$ cat src/cnn_pkg.sv
`default_nettype none

package cnn_pkg;

  //////////////////////////////////////////////////
  // Array sizes
  //////////////////////////////////////////////////

  localparam int WORD_WIDTH = 8;       // Bits per pixel or weight word.
  localparam int UNITS      = 2;       // Output rows computed side by side.
  localparam int KERNEL_H   = 3;
  localparam int KERNEL_W   = 3;
  localparam int CORES      = 2;       // Output channels computed side by side.

  // A pixel beat carries the unit rows plus the halo above and below.
  localparam int UNITS_EDGES = UNITS + KERNEL_H - 1;

  //////////////////////////////////////////////////
  // Weight stream
  //////////////////////////////////////////////////

  localparam int W_IN_WORDS      = 2;                         // Words per input beat.
  localparam int W_ROW_WORDS     = CORES * KERNEL_W;          // One kernel row per core.
  localparam int W_BEATS_PER_ROW = W_ROW_WORDS / W_IN_WORDS;

  //////////////////////////////////////////////////
  // Types
  //////////////////////////////////////////////////

  // One pixel or one weight.
  typedef logic [WORD_WIDTH-1:0] word_t;

  // Kernel row index, 0 to KERNEL_H-1.
  typedef logic [1:0] kernel_row_t;

  // Position of a narrow weight beat inside its kernel row.
  typedef logic [$clog2(W_BEATS_PER_ROW)-1:0] w_beat_t;

endpackage

`default_nettype wire

$ cat src/axis_words_if.sv
`timescale 1ns/1ps
`default_nettype none

// Stream of WORDS words with valid/ready/last handshake.
interface axis_words_if #(
  parameter int WORDS = 1
);
  import cnn_pkg::*;

  logic                   valid;
  logic                   ready;
  logic                   last;
  word_t [WORDS-1:0]      data;
  kernel_row_t            row;    // Kernel row of a pixel window.

  modport source (
    output valid,
    output last,
    output data,
    output row,
    input  ready
  );

  modport sink (
    input  valid,
    input  last,
    input  data,
    input  row,
    output ready
  );

endinterface

`default_nettype wire

$ cat src/axis_input_join.sv
`timescale 1ns/1ps
`default_nettype none

module axis_input_join (
  input  wire logic                                     aclk,
  input  wire logic                                     reset,

  axis_words_if.sink                                    win,
  axis_words_if.sink                                    wrow,

  output logic                                          m_tvalid,
  input  wire logic                                     m_tready,
  output cnn_pkg::word_t [cnn_pkg::UNITS-1:0]           m_pixels_tdata,
  output cnn_pkg::word_t [cnn_pkg::W_ROW_WORDS-1:0]     m_weights_tdata,
  output cnn_pkg::kernel_row_t                          m_kernel_row,
  output logic                                          m_tlast,
  output logic                                          sync_error
);
  import cnn_pkg::*;

  logic out_free;
  logic take;

  // Output register is empty or drains this cycle.
  assign out_free = !m_tvalid || m_tready;
  assign take     = win.valid && wrow.valid && out_free;

  // Each side is taken only together with the other.
  assign win.ready  = wrow.valid && out_free;
  assign wrow.ready = win.valid && out_free;

  //////////////////////////////////////////////////
  // Output register
  //////////////////////////////////////////////////

  always_ff @(posedge aclk) begin
    if (reset) begin
      m_tvalid <= 1'b0;
    end else if (take) begin
      m_tvalid <= 1'b1;
    end else if (m_tready) begin
      m_tvalid <= 1'b0;
    end
  end

  always_ff @(posedge aclk) begin
    if (take) begin
      m_pixels_tdata  <= win.data;
      m_weights_tdata <= wrow.data;
      m_kernel_row    <= win.row;
      m_tlast         <= win.last;
    end
  end

  //////////////////////////////////////////////////
  // End marker check
  //////////////////////////////////////////////////

  // Sticky until reset.
  always_ff @(posedge aclk) begin
    if (reset) begin
      sync_error <= 1'b0;
    end else if (take && (win.last != wrow.last)) begin
      sync_error <= 1'b1;
    end
  end

endmodule

`default_nettype wire

$ cat src/axis_input_pipe.sv
`timescale 1ns/1ps
`default_nettype none

module axis_input_pipe (
  input  wire logic                                     aclk,
  input  wire logic                                     reset,

  input  wire logic                                     s_pixels_tvalid,
  output logic                                          s_pixels_tready,
  input  wire cnn_pkg::word_t [cnn_pkg::UNITS_EDGES-1:0] s_pixels_tdata,
  input  wire logic                                     s_pixels_tlast,

  input  wire logic                                     s_weights_tvalid,
  output logic                                          s_weights_tready,
  input  wire cnn_pkg::word_t [cnn_pkg::W_IN_WORDS-1:0]  s_weights_tdata,
  input  wire logic                                     s_weights_tlast,

  output logic                                          m_tvalid,
  input  wire logic                                     m_tready,
  output cnn_pkg::word_t [cnn_pkg::UNITS-1:0]           m_pixels_tdata,
  output cnn_pkg::word_t [cnn_pkg::W_ROW_WORDS-1:0]     m_weights_tdata,
  output cnn_pkg::kernel_row_t                          m_kernel_row,
  output logic                                          m_tlast,
  output logic                                          sync_error
);
  import cnn_pkg::*;

  axis_words_if #(.WORDS(UNITS))       pix_win_if ();
  axis_words_if #(.WORDS(W_ROW_WORDS)) w_row_if ();

  //////////////////////////////////////////////////
  // Pixel and weight paths
  //////////////////////////////////////////////////

  pixel_row_shifter i_pixel_row_shifter (
    .aclk            (aclk),
    .reset           (reset),
    .s_pixels_tvalid (s_pixels_tvalid),
    .s_pixels_tready (s_pixels_tready),
    .s_pixels_tdata  (s_pixels_tdata),
    .s_pixels_tlast  (s_pixels_tlast),
    .win             (pix_win_if.source)
  );

  weight_row_packer i_weight_row_packer (
    .aclk             (aclk),
    .reset            (reset),
    .s_weights_tvalid (s_weights_tvalid),
    .s_weights_tready (s_weights_tready),
    .s_weights_tdata  (s_weights_tdata),
    .s_weights_tlast  (s_weights_tlast),
    .wrow             (w_row_if.source)
  );

  //////////////////////////////////////////////////
  // Join into MAC beats
  //////////////////////////////////////////////////

  axis_input_join i_axis_input_join (
    .aclk            (aclk),
    .reset           (reset),
    .win             (pix_win_if.sink),
    .wrow            (w_row_if.sink),
    .m_tvalid        (m_tvalid),
    .m_tready        (m_tready),
    .m_pixels_tdata  (m_pixels_tdata),
    .m_weights_tdata (m_weights_tdata),
    .m_kernel_row    (m_kernel_row),
    .m_tlast         (m_tlast),
    .sync_error      (sync_error)
  );

endmodule

`default_nettype wire

$ cat src/pixel_row_shifter.sv
`timescale 1ns/1ps
`default_nettype none

module pixel_row_shifter (
  input  wire logic                                     aclk,
  input  wire logic                                     reset,

  input  wire logic                                     s_pixels_tvalid,
  output logic                                          s_pixels_tready,
  input  wire cnn_pkg::word_t [cnn_pkg::UNITS_EDGES-1:0] s_pixels_tdata,
  input  wire logic                                     s_pixels_tlast,

  axis_words_if.source                                  win
);
  import cnn_pkg::*;

  word_t [UNITS_EDGES-1:0] col_q;
  logic                    last_q;
  logic                    full_q;
  kernel_row_t             row_q;

  logic                    s_take;
  logic                    win_take;
  logic                    last_row;

  assign last_row = (row_q == kernel_row_t'(KERNEL_H - 1));
  assign win_take = win.valid && win.ready;

  // A new column can enter as the final window of the old one leaves.
  assign s_pixels_tready = !full_q || (win_take && last_row);
  assign s_take          = s_pixels_tvalid && s_pixels_tready;

  //////////////////////////////////////////////////
  // Column register and row counter
  //////////////////////////////////////////////////

  always_ff @(posedge aclk) begin
    if (reset) begin
      full_q <= 1'b0;
      row_q  <= '0;
    end else if (s_take) begin
      full_q <= 1'b1;
      row_q  <= '0;
    end else if (win_take) begin
      if (last_row) begin
        full_q <= 1'b0;
        row_q  <= '0;
      end else begin
        row_q <= row_q + kernel_row_t'(1);
      end
    end
  end

  always_ff @(posedge aclk) begin
    if (s_take) begin
      col_q  <= s_pixels_tdata;
      last_q <= s_pixels_tlast;
    end
  end

  //////////////////////////////////////////////////
  // Window output
  //////////////////////////////////////////////////

  // Kernel row r sees column words r .. r+UNITS-1.
  always_comb begin
    for (int i = 0; i < UNITS; i++) begin
      win.data[i] = col_q[int'(row_q) + i];
    end
  end

  assign win.valid = full_q;
  assign win.row   = row_q;
  assign win.last  = last_q && last_row;    // Only the final window of the image.

endmodule

`default_nettype wire

$ cat src/weight_row_packer.sv
`timescale 1ns/1ps
`default_nettype none

module weight_row_packer (
  input  wire logic                                    aclk,
  input  wire logic                                    reset,

  input  wire logic                                    s_weights_tvalid,
  output logic                                         s_weights_tready,
  input  wire cnn_pkg::word_t [cnn_pkg::W_IN_WORDS-1:0] s_weights_tdata,
  input  wire logic                                    s_weights_tlast,

  axis_words_if.source                                 wrow
);
  import cnn_pkg::*;

  // Row layout: word j is core j/KERNEL_W, kernel column j%KERNEL_W.
  word_t [W_ROW_WORDS-1:0] row_q;
  logic                    last_q;
  logic                    full_q;
  w_beat_t                 beat_q;

  logic                    s_take;
  logic                    wrow_take;
  logic                    final_beat;

  assign wrow_take  = wrow.valid && wrow.ready;
  assign final_beat = (beat_q == w_beat_t'(W_BEATS_PER_ROW - 1));

  assign s_weights_tready = !full_q || wrow_take;
  assign s_take           = s_weights_tvalid && s_weights_tready;

  //////////////////////////////////////////////////
  // Beat counter
  //////////////////////////////////////////////////

  always_ff @(posedge aclk) begin
    if (reset) begin
      full_q <= 1'b0;
      beat_q <= '0;
    end else begin
      if (wrow_take) begin
        full_q <= 1'b0;
      end
      if (s_take) begin
        if (final_beat) begin
          full_q <= 1'b1;                   // Row complete, hold until taken.
          beat_q <= '0;
        end else begin
          beat_q <= beat_q + w_beat_t'(1);
        end
      end
    end
  end

  //////////////////////////////////////////////////
  // Row assembly
  //////////////////////////////////////////////////

  always_ff @(posedge aclk) begin
    if (s_take) begin
      for (int i = 0; i < W_IN_WORDS; i++) begin
        row_q[W_IN_WORDS * int'(beat_q) + i] <= s_weights_tdata[i];
      end
      if (final_beat) begin
        last_q <= s_weights_tlast;
      end
    end
  end

  assign wrow.valid = full_q;
  assign wrow.data  = row_q;
  assign wrow.last  = last_q;
  assign wrow.row   = '0;                   // Unused on the weight path.

endmodule

`default_nettype wire
$ cat config.mk
export PLATFORM = sky130hd
export DESIGN_NAME = axis_input_pipe
export DESIGN_NICKNAME = d
export VERILOG_FILES = /design/src/cnn_pkg.sv /design/src/axis_words_if.sv /design/src/axis_input_join.sv /design/src/axis_input_pipe.sv /design/src/pixel_row_shifter.sv /design/src/weight_row_packer.sv
export SDC_FILE = /design/constraint.sdc
export NUM_CORES = 1
export LEC_CHECK = 0
export ABC_CLOCK_PERIOD_IN_PS = 4100
export BUFFER_PORTS_ARGS = -buffer_cell sky130_fd_sc_hd__buf_4
export CAP_MARGIN = 10
export CELL_PAD_IN_SITES_DETAIL_PLACEMENT = 0
export CELL_PAD_IN_SITES_GLOBAL_PLACEMENT = 1
export CORE_MARGIN = 4
export CORE_UTILIZATION = 30
export CTS_BUF_LIST = sky130_fd_sc_hd__clkbuf_16
export CTS_CLUSTER_DIAMETER = 100
export CTS_CLUSTER_SIZE = 14
export DETAILED_ROUTE_END_ITERATION = 16
export PLACE_DENSITY = 0.69
export SYNTH_ARGS = -nofsm -noshare
export SYNTH_HDL_FRONTEND = slang
export SYNTH_SLANG_ARGS = --single-unit
export TNS_END_PERCENT = 30
$ cat constraint.sdc
create_clock -name aclk -period 4.1 [get_ports aclk]
set_input_delay 0.205 -clock aclk [delete_from_list [all_inputs] [get_ports aclk]]
set_output_delay 0.205 -clock aclk [all_outputs]
set_load 0.05 [all_outputs]
==> out/results.ini, run 1 <==
[clock_network]
clk_path_buf_depth=2
numCtsBuffers=17
cts_tree=done
cts_sinks=157
h-tree-depth=4
worstSkewPairLatency_ns=0.42
post_cts_buffers=0
clkTransAtPathRegs_ns=0.07
post_cts_resized=0
cts_root_buf=clkbuf_16

[synthesis]
seq_area_frac_synth_pct=84.2
syn-num-nets=305
synth_largest_area_cell=edfxtp_1
synth-seq-cells=157
netlist_instances=247
syn_area_sq_mm=0.00551
synth.top_cells.by_area=edfxtp_1 81%, mux4_2 6.5%, and2_1 3.0%
synth.avg_cell_area_sq_um=22.3
synth_cell_types=30
synth_top_area_share_pct=81.3
yosys_warnings=0

[timing]
post-route-period-util_pct=56.4
finalCriticalPeriod_ns=2.31
clock.fmax_ghz=0.432
tightest_slew_ns=0.912
max_slew_margin_pct=39.1
slew_viol_final=0
hold_violations=0
clock_skew_ns=0.0103
finalSetupViolCount=0
rsz0062_at_grt=no
setup_tns_ns=0

[setup_path]
reg2reg_depth=3
crit-reg2reg-launch=i_pixel_row_shifter.win.row[1]
timing.critical_path.from_type=flip-flop
r2r_slack_ns=1.79
cp-endpoint=i_pixel_row_shifter.col_q[0]
endpoint_kind=flip-flop
crit_fanout=33
worstPathRequired_ns=4.15
r2r-end=i_pixel_row_shifter.col_q[0]
cp-startpoint=i_pixel_row_shifter.win.row[1]
crit_arrival_ns=2.36
criticalPathCategory=flip-flop to flip-flop

[final_layout]
nNetsFinal=490
area_growth_pct=40.1
final_common_cell=edfxtp_1
drive_above_1_share_pct=41.3
final_cell_mix=149 x edfxtp_1, 129 x buf_4, 42 x dlygate4sd3_1

[power]
total_power_uw=3470
power.density_mw_per_mm2=450
ir_worst_vdd_mv=0.289
p_leak_uw=0.00277

[global_route]
track_usage_pct=10.9
overflow=0
grt_max_degree=34
first_global_vias=2981
grt_first_pass_wirelength_um=16600
antenna_found_initial=0

[run]
drv_cap=0

[place]
dp_hpwl_um=7370
numPortBuffers=125
place_congestion=0.688

[route]
wl_per_cell_um=15.8
dr.pass1.iters=4
routed_wl_um=10600
ant_nets=0
viasPerCell=4.24
route.detailed.drc=0
drtIter0Drc=138
num_vias=2864

[floorplanning]
dieArea_sq_mm=0.0206
io_pins=126
floorplan.initialDensity_pct=30.5
die_h_um=143
row_count=49
die_w_um=143
core_sq_mm=0.0180

[outcome]
status=completed

[min_path]
holdCritPathClass=input pin to flip-flop

## Yosys cell counts (all sizes together)
cell / n
ha: 3
a31oi: 2
xnor2: 1
edfxtp: 149
nand4: 2
nand2b: 4
o21ba: 1
buf: 4
a21oi: 4
clkbuf: 1
o41ai: 1
mux2i: 1
o21ai: 3
dfxtp: 8
and2b: 2
mux4: 16
nand2: 2
nor2b: 5
a311o: 1
inv: 4
nor2: 2
and3: 2
mux2: 1
nor3: 2
and2: 26
## critical path, stage by stage, from the launching register on
cell	delay, ns
dfxtp_1	0.69
ha_1	0.29
a31oi_1	0.17
nor2b_4	0.76
## metrics by stage
stage | hold slack [ns] | util, % | setup WS, ns | instance area (sq um) | cells
floorplan | 0.304 | - | 0.00390 | 5510 | 247
global placement | 0.384 | 37.5 | 1.80 | 6750 | 600
detailed placement | 0.384 | 37.5 | 1.76 | 6750 | 600
CTS | 0.00793 | 42.8 | 1.74 | 7710 | 674
global route | 0.0257 | 42.8 | 1.58 | 7710 | 674
finish | 0.0325 | 42.8 | 1.79 | 7710 | 675
## logic make-up after synthesis
group,synth area share (%)
AO/OA/AOI/OAI,1.86
XOR/XNOR,0.159
adder cells (fa/ha/maj),0.682
buffers and inverters,0.795
flip-flops,84.2
multiplexers,7.00
AND/OR/NAND/NOR,5.34
## report_power, final
group | leakage [uW] | internal (uW) | switching (uW)
Clock | 0.000259 | 781 | 635
Combinational | 0.00108 | 102 | 96.7
Sequential | 0.00143 | 1830 | 23.7
Total | 0.00277 | 2720 | 756
## how the worst min path moves through the flow
stage                                   from                              to  slack (ns)  cells after the start
after detailed placement  s_pixels_tdata[18]   i_pixel_row_shifter.col_q[18]        0.38                      1
after CTS                              reset  i_weight_row_packer.wrow.valid       0.008                      2
after floorplan            s_pixels_tdata[0]    i_pixel_row_shifter.col_q[0]        0.30                      0
after global routing                   reset      i_axis_input_join.m_tvalid        0.03                      2
after global placement     s_pixels_tdata[5]    i_pixel_row_shifter.col_q[5]        0.38                      1
final                                  reset  i_weight_row_packer.wrow.valid        0.03                      2
## layer usage
metal  GRT usage (%)  part of all wire, %  wire [um]  vias up
met5               0                    0          0        -
met4            3.87                  1.6        172        0
met3            4.86                  9.0        959       17
met2            16.9                   48       5130      120
met1            13.6                   41       4380     1372
li1                -                    -          -     1355
## what timing repair did
action	in CTS	in global routing
setup endpoints to repair	0	0
hold endpoints to repair	58	0
hold buffers	42	0
## flip-flops by register name (all words and copies together) (netlist names)
signal	cells
i_weight_row_packer.wrow.last	1
i_weight_row_packer.beat_q	2
i_axis_input_join.m_pixels_tdata	16
i_axis_input_join.sync_error	1
i_axis_input_join.m_tlast	1
i_weight_row_packer.wrow.data	48
i_pixel_row_shifter.col_q	32
i_pixel_row_shifter.win.valid	1
i_weight_row_packer.wrow.valid	1
i_pixel_row_shifter.win.row	2
i_axis_input_join.m_tvalid	1
i_axis_input_join.m_kernel_row	2
i_axis_input_join.m_weights_tdata	48
i_pixel_row_shifter.last_q	1
## area by class of cell
type	instances	area (sq um)
well taps	229	287
flip-flops and latches	157	4630
clock inverters	15	113
inverters	4	15.0
repair buffers	171	1390
multi-input cells	81	848
fillers	1579	10300
clock buffers	17	425
diodes	1	2.50
(Power assumes the default switching activity.)
==> run 2, diff against run 1 <==
Settings changed: ABC_CLOCK_PERIOD_IN_PS 4100 to 1900.
Clock period 4.1 ns to 1.9 ns, I/O delays scaled along.
==> out/results.ini, run 2 (synthesis results as in run 1) <==
[route]
dr.pass1.iters=4  ; unchanged
route.detailed.drc=0  ; unchanged
wl_per_cell_um=15.9  ; +0.61%
ant_nets=0  ; unchanged
num_vias=2951  ; +3.0%
drtIter0Drc=122  ; -12%
routed_wl_um=11000  ; +3.1%
viasPerCell=4.26  ; +0.51%

[final_layout]
final_common_cell=edfxtp_1
nNetsFinal=508  ; +3.7%
drive_above_1_share_pct=42.3  ; +0.98 points
num-fill-cells=1564  ; -0.95%
final_cell_mix=149 x edfxtp_1, 132 x buf_4, 53 x dlygate4sd3_1
diodes=0  ; -1
postLayoutCellArea_sq_mm=0.00794  ; +2.9%
area_growth_pct=44.2

[setup_path]
timing.critical_path.from_type=flip-flop
crit_fanout=11  ; -67%
criticalPathCategory=flip-flop to output port
worstPathRequired_ns=1.80  ; -2.35 ns
cp_cell_sequence=buf_4 -> ha_1 -> a31oi_2 -> inv_1 -> buf_4
cp_common_cell=buf_4
critPathMaxStageDelay_ns=0.31  ; -0.45 ns
reg2reg_depth=4  ; +1
critPathSlowestCell=dfxtp_1
crit_arrival_ns=1.67  ; -0.69 ns
endpoint_kind=output port

[timing]
hold_violations=0  ; unchanged
setup_tns_ns=0  ; unchanged
clock.fmax_ghz=0.565
post-route-period-util_pct=93.1
finalSetupViolCount=0  ; unchanged
rsz0062_at_grt=no
tightest_slew_ns=0.575  ; -0.337 ns
max_slew_margin_pct=61.5  ; +22 points
finalCriticalPeriod_ns=1.77
clock_skew_ns=0.00997  ; -0.000343 ns
slew_viol_final=0  ; unchanged

[global_route]
grt_max_degree=54  ; +59%
track_usage_pct=10.8  ; -0.065 points
grt_first_pass_wirelength_um=16300  ; -1.5%
overflow=0  ; unchanged
antenna_found_initial=0  ; unchanged
first_global_vias=3097  ; +3.9%

[place]
numPortBuffers=125  ; unchanged
dp_hpwl_um=7270  ; -1.4%
dpl-instance-area_sq_mm=0.00686  ; +1.6%
place_congestion=0.728  ; +5.8%

[floorplanning]
row_count=49  ; unchanged
io_pins=126  ; unchanged
dieArea_sq_mm=0.0206  ; unchanged
die_h_um=143  ; unchanged
floorplan.initialDensity_pct=30.5  ; unchanged
core_sq_mm=0.0180  ; unchanged
die_w_um=143  ; unchanged

[clock_network]
clk_path_buf_depth=2  ; unchanged
cts_sinks=157  ; unchanged
cts_tree=done
clkTransAtPathRegs_ns=0.07  ; about the same
numCtsBuffers=17  ; unchanged
post_cts_buffers=0  ; unchanged
worstSkewPairLatency_ns=0.41  ; about the same
h-tree-depth=4  ; unchanged
cts_root_buf=clkbuf_16

[power]
total_power_uw=7530  ; +120%
power.density_mw_per_mm2=948  ; +110%
p_leak_uw=0.00285  ; +2.9%
ir_worst_vdd_mv=0.639  ; +120%

[min_path]
holdPathStages=3  ; +1
holdCritPathClass=input pin to flip-flop

[outcome]
status=completed

[run]
drv_cap=0  ; unchanged

[run 2: power by group]
part | leakage (uW) | internal (uW) | switching [uW]
Clock | 0.000248 | 1680 | 1350
Sequential | 0.00143 | 3960 | 52.7
Combinational | 0.00117 | 258 | 225
[run 2: worst paths after layout]
path	to	start	slack, ns
worst min register to register	i_axis_input_join.m_weights_tdata[41]	i_weight_row_packer.wrow.data[41]	0.41
worst max-delay path	s_pixels_tready	i_pixel_row_shifter.win.row[1]	0.13
worst min-delay path	i_axis_input_join.m_tvalid	m_tready	0.08
worst max register to register	i_axis_input_join.m_pixels_tdata[11]	i_pixel_row_shifter.win.row[0]	0.25
[run 2: worst max-delay path: cells and delay by family, from the launching register on]
kind            cells  cell delay, ns
buf+inv             3            0.46
flops               1            0.31
fa+ha+maj           1            0.23
compound gates      1            0.25
[run 2: area by class of cell]
type | instances | area (sq um) | area share (%)
clock buffer | 17 | 425 | 5.36
inverter | 4 | 15.0 | 0.189
sequential | 157 | 4640 | 58.4
timing repair buffer | 189 | 1600 | 20.2
multi-input combinational | 81 | 857 | 10.8
clock inverter | 15 | 114 | 1.43
tap | 229 | 287 | 3.61
[run 2: per-layer routing]
layer  vias up  GRT usage, %  share of wire, %
li1       1385             -                 -
met1      1452          12.0                40
met2        99          18.9                52
met3        15          3.63               6.6
met4         0          5.00               1.8
met5         -             0                 0
[run 2: repair_timing]
action / 4_1_cts / 5_1_grt
setup endpoints to repair: 0 / 1
hold endpoints to repair: 86 / 0
hold buffers: 53 / 0
gates resized for setup: 0 / 1
[run 2: stage by stage]
stage	hold slack, ns	util, %	worst slack [ns]	instances
detailed placement	0.274	38.1	0.238	607
global placement	0.274	38.1	0.269	607
finish	0.0802	44.0	0.131	692
CTS	0.0482	44.0	0.0103	692
global route	0.0870	44.0	0.0274	692
floorplan	0.194	-	-0.421	247
==> run 3, diff against run 2 <==
Settings changed: ABC_AREA from default to 1, PLACE_DENSITY 0.69 to 0.71, RECOVER_POWER from default to 100.
==> out/results.ini, run 3 <==
[timing]
rsz0062_at_grt=no
timing.hold.ws_ns=0.0224  ; -0.0578 ns
slew_viol_final=0  ; unchanged
max_slew_margin_pct=57.9  ; -3.6 points
clock.fmax_ghz=0.600  ; +6.1%
post-route-period-util_pct=87.8  ; -5.3 points
tightest_slew_ns=0.634  ; +0.0588 ns
finalSetupViolCount=0  ; unchanged
finalCriticalPeriod_ns=1.67  ; -0.101 ns
hold_violations=0  ; unchanged
setup_tns_ns=0  ; unchanged
clock_skew_ns=0.00700  ; -0.00297 ns

[synthesis]
synth_largest_area_cell=edfxtp_1
netlist_instances=329  ; +33%
seq_area_frac_synth_pct=85.3  ; +1.1 points
synth-seq-cells=157  ; unchanged
synth-edff-count=149  ; unchanged
ys_async_sr_fraction_pct=0  ; unchanged
synth_cell_types=16  ; -47%
synth_common_cells=149 x edfxtp_1, 62 x nor2_1, 26 x o21ai_0, 23 x inv_1, 16 x o22ai_1
synth.most_common_cell=edfxtp_1
yosys_warnings=0  ; unchanged
syn_area_sq_mm=0.00544  ; -1.3%
synth_top_area_share_pct=82.3  ; +1.1 points
synth.avg_cell_area_sq_um=16.5  ; -26%
syn-num-nets=387  ; +27%
synth.top_cells.by_area=edfxtp_1 82%, nor2_1 4.3%, dfxtp_1 2.9%
synthFlopType=edfxtp_1

[clock_network]
cts_tree=done
clk_path_buf_depth=2  ; unchanged
numCtsBuffers=17  ; unchanged
post_cts_resized=0  ; unchanged
cts_root_buf=clkbuf_16
cts_sinks=157  ; unchanged
h-tree-depth=4  ; unchanged
clkTransAtPathRegs_ns=0.06  ; about the same
worstSkewPairLatency_ns=0.42  ; about the same

[route]
dr.pass1.iters=4  ; unchanged
ant_nets=0  ; unchanged
num_vias=3302  ; +12%
routed_wl_um=11200  ; +2.1%
wl_met1_um=4550  ; +4.2%
drtIter0Drc=206  ; +69%
route.met3.wl_um=906  ; +26%
top_layer_used=met4
wl_met2_um=5550  ; -2.4%
viasPerCell=4.31  ; +1.1%
route.detailed.drc=0  ; unchanged
wl_per_cell_um=14.6  ; -7.8%

[global_route]
grt_max_degree=42  ; -22%
overflow=0  ; unchanged
track_usage_pct=11.2  ; +0.38 points
first_global_vias=3340  ; +7.8%
antenna_found_initial=0  ; unchanged
grt_first_pass_wirelength_um=17000  ; +4.3%

[place]
place_congestion=0.752  ; +3.3%
place_inst=683  ; +13%
numPortBuffers=125  ; unchanged
dp_hpwl_um=7550  ; +3.8%

[floorplanning]
dieArea_sq_mm=0.0203  ; -1.2%
die_h_um=143  ; -0.61%
floorplan.initialDensity_pct=31.0  ; +0.44 points
core_sq_mm=0.0175  ; -2.7%
row_count=48  ; -2.0%
die_w_um=143  ; -0.61%
io_pins=126  ; unchanged

[setup_path]
criticalPathCategory=flip-flop to flip-flop
timing.critical_path.from_type=flip-flop
crit_fanout=33  ; +22
endpoint_kind=flip-flop
worstPathRequired_ns=1.97  ; +0.17 ns
crit_arrival_ns=1.74  ; +0.07 ns

[final_layout]
diodes=0  ; unchanged
nNetsFinal=586  ; +15%
final_common_cell=edfxtp_1
final_cell_mix=149 x edfxtp_1, 80 x clkbuf_1, 61 x nor2_1
drive_above_1_share_pct=16.8  ; -26 points
area_growth_pct=36.9
fin_cells=766  ; +11%

[min_path]
holdCritPathClass=input pin to flip-flop

[power]
power.density_mw_per_mm2=989  ; +4.3%
ir_worst_vdd_mv=0.634  ; -0.69%
p_leak_uw=0.00265  ; -7.2%

[outcome]
status=completed

[run]
drv_cap=0  ; unchanged

-- run 3: cell count changes after synthesis, sizes merged, moves of 5 or more --
| cell | before | now |
|---|---|---|
| and2 | 26 | 0 |
| inv | 4 | 25 |
| mux4 | 16 | 0 |
| nand2 | 2 | 15 |
| nor2 | 2 | 62 |
| nor2b | 5 | 0 |
| o21ai | 3 | 35 |
| o22ai | 0 | 16 |
-- run 3: worst paths after layout --
kind / startpoint / slack (ns) / end / depth (start not counted)
max: i_pixel_row_shifter.win.row[0] / 0.23 / i_pixel_row_shifter.col_q[2] / 7
min: s_weights_tdata[12] / 0.02 / i_weight_row_packer.wrow.data[12] / 3
max reg2reg: i_pixel_row_shifter.win.row[0] / 0.23 / i_pixel_row_shifter.col_q[2] / 7
min reg2reg: i_weight_row_packer.wrow.data[42] / 0.41 / i_axis_input_join.m_weights_tdata[42] / 0
-- run 3: layout make-up --
| cell class | count | area [sq um] |
|---|---|---|
| Multi-Input combinational cell | 141 | 671 |
| Clock buffer | 17 | 425 |
| Tap cell | 225 | 282 |
| Fill cell | 1649 | 10100 |
| Inverter | 25 | 95.1 |
| Timing Repair Buffer | 186 | 1220 |
| Sequential cell | 157 | 4630 |
| Clock inverter | 15 | 113 |
-- run 3: cell families (layout without fill, tap and decap cells) --
group,count (synthesis),after routing,synth area share [%]
flip-flops,157,157,85.3
AND/OR/NAND/NOR,80,80,5.78
AO/OA/AOI/OAI,57,57,5.82
buffers and inverters,31,243,2.28
adder cells (fa/ha/maj),3,3,0.691
XOR/XNOR,1,1,0.161
-- run 3: power by group --
part,internal (uW),leakage (uW),switching [uW]
sequential,3910,0.00144,39.3
clock,1690,0.000263,1370
combinational,165,0.000947,184
total,5760,0.00265,1590
-- run 3: routing by layer --
layer | up-vias | track usage [%]
met5 | - | 0
met4 | 0 | 5.15
li1 | 1603 | -
met2 | 132 | 19.0
met1 | 1546 | 12.9
met3 | 21 | 3.76
-- run 3: repair_timing --
item                                   CTS  global route
hold buffers                            51             0
buffers inserted                         0             0
endpoints found under the hold margin   78             0
-- run 3: critical path, cell delays in order, from the launching register on --
cell and delay [ns]:
dfxtp_1 0.32, inv_2 0.07, ha_1 0.19, nand3_2 0.08
nand2_1 0.14, nand2_4 0.07, clkinvlp_2 0.06, buf_4 0.36
-- run 3: through the flow --
step           area, sq um  total power, uW  utilization, %  setup WS [ns]
6_report              7440             7360            42.4          0.232
5_1_grt               7440             7660            42.4          0.101
4_1_cts               7820             7500            44.6          0.258
3_5_place_dp          6770             4320            38.6          0.265
3_3_place_gp          6770             4310            38.6          0.317
2_1_floorplan         5470             4140               -         -0.166
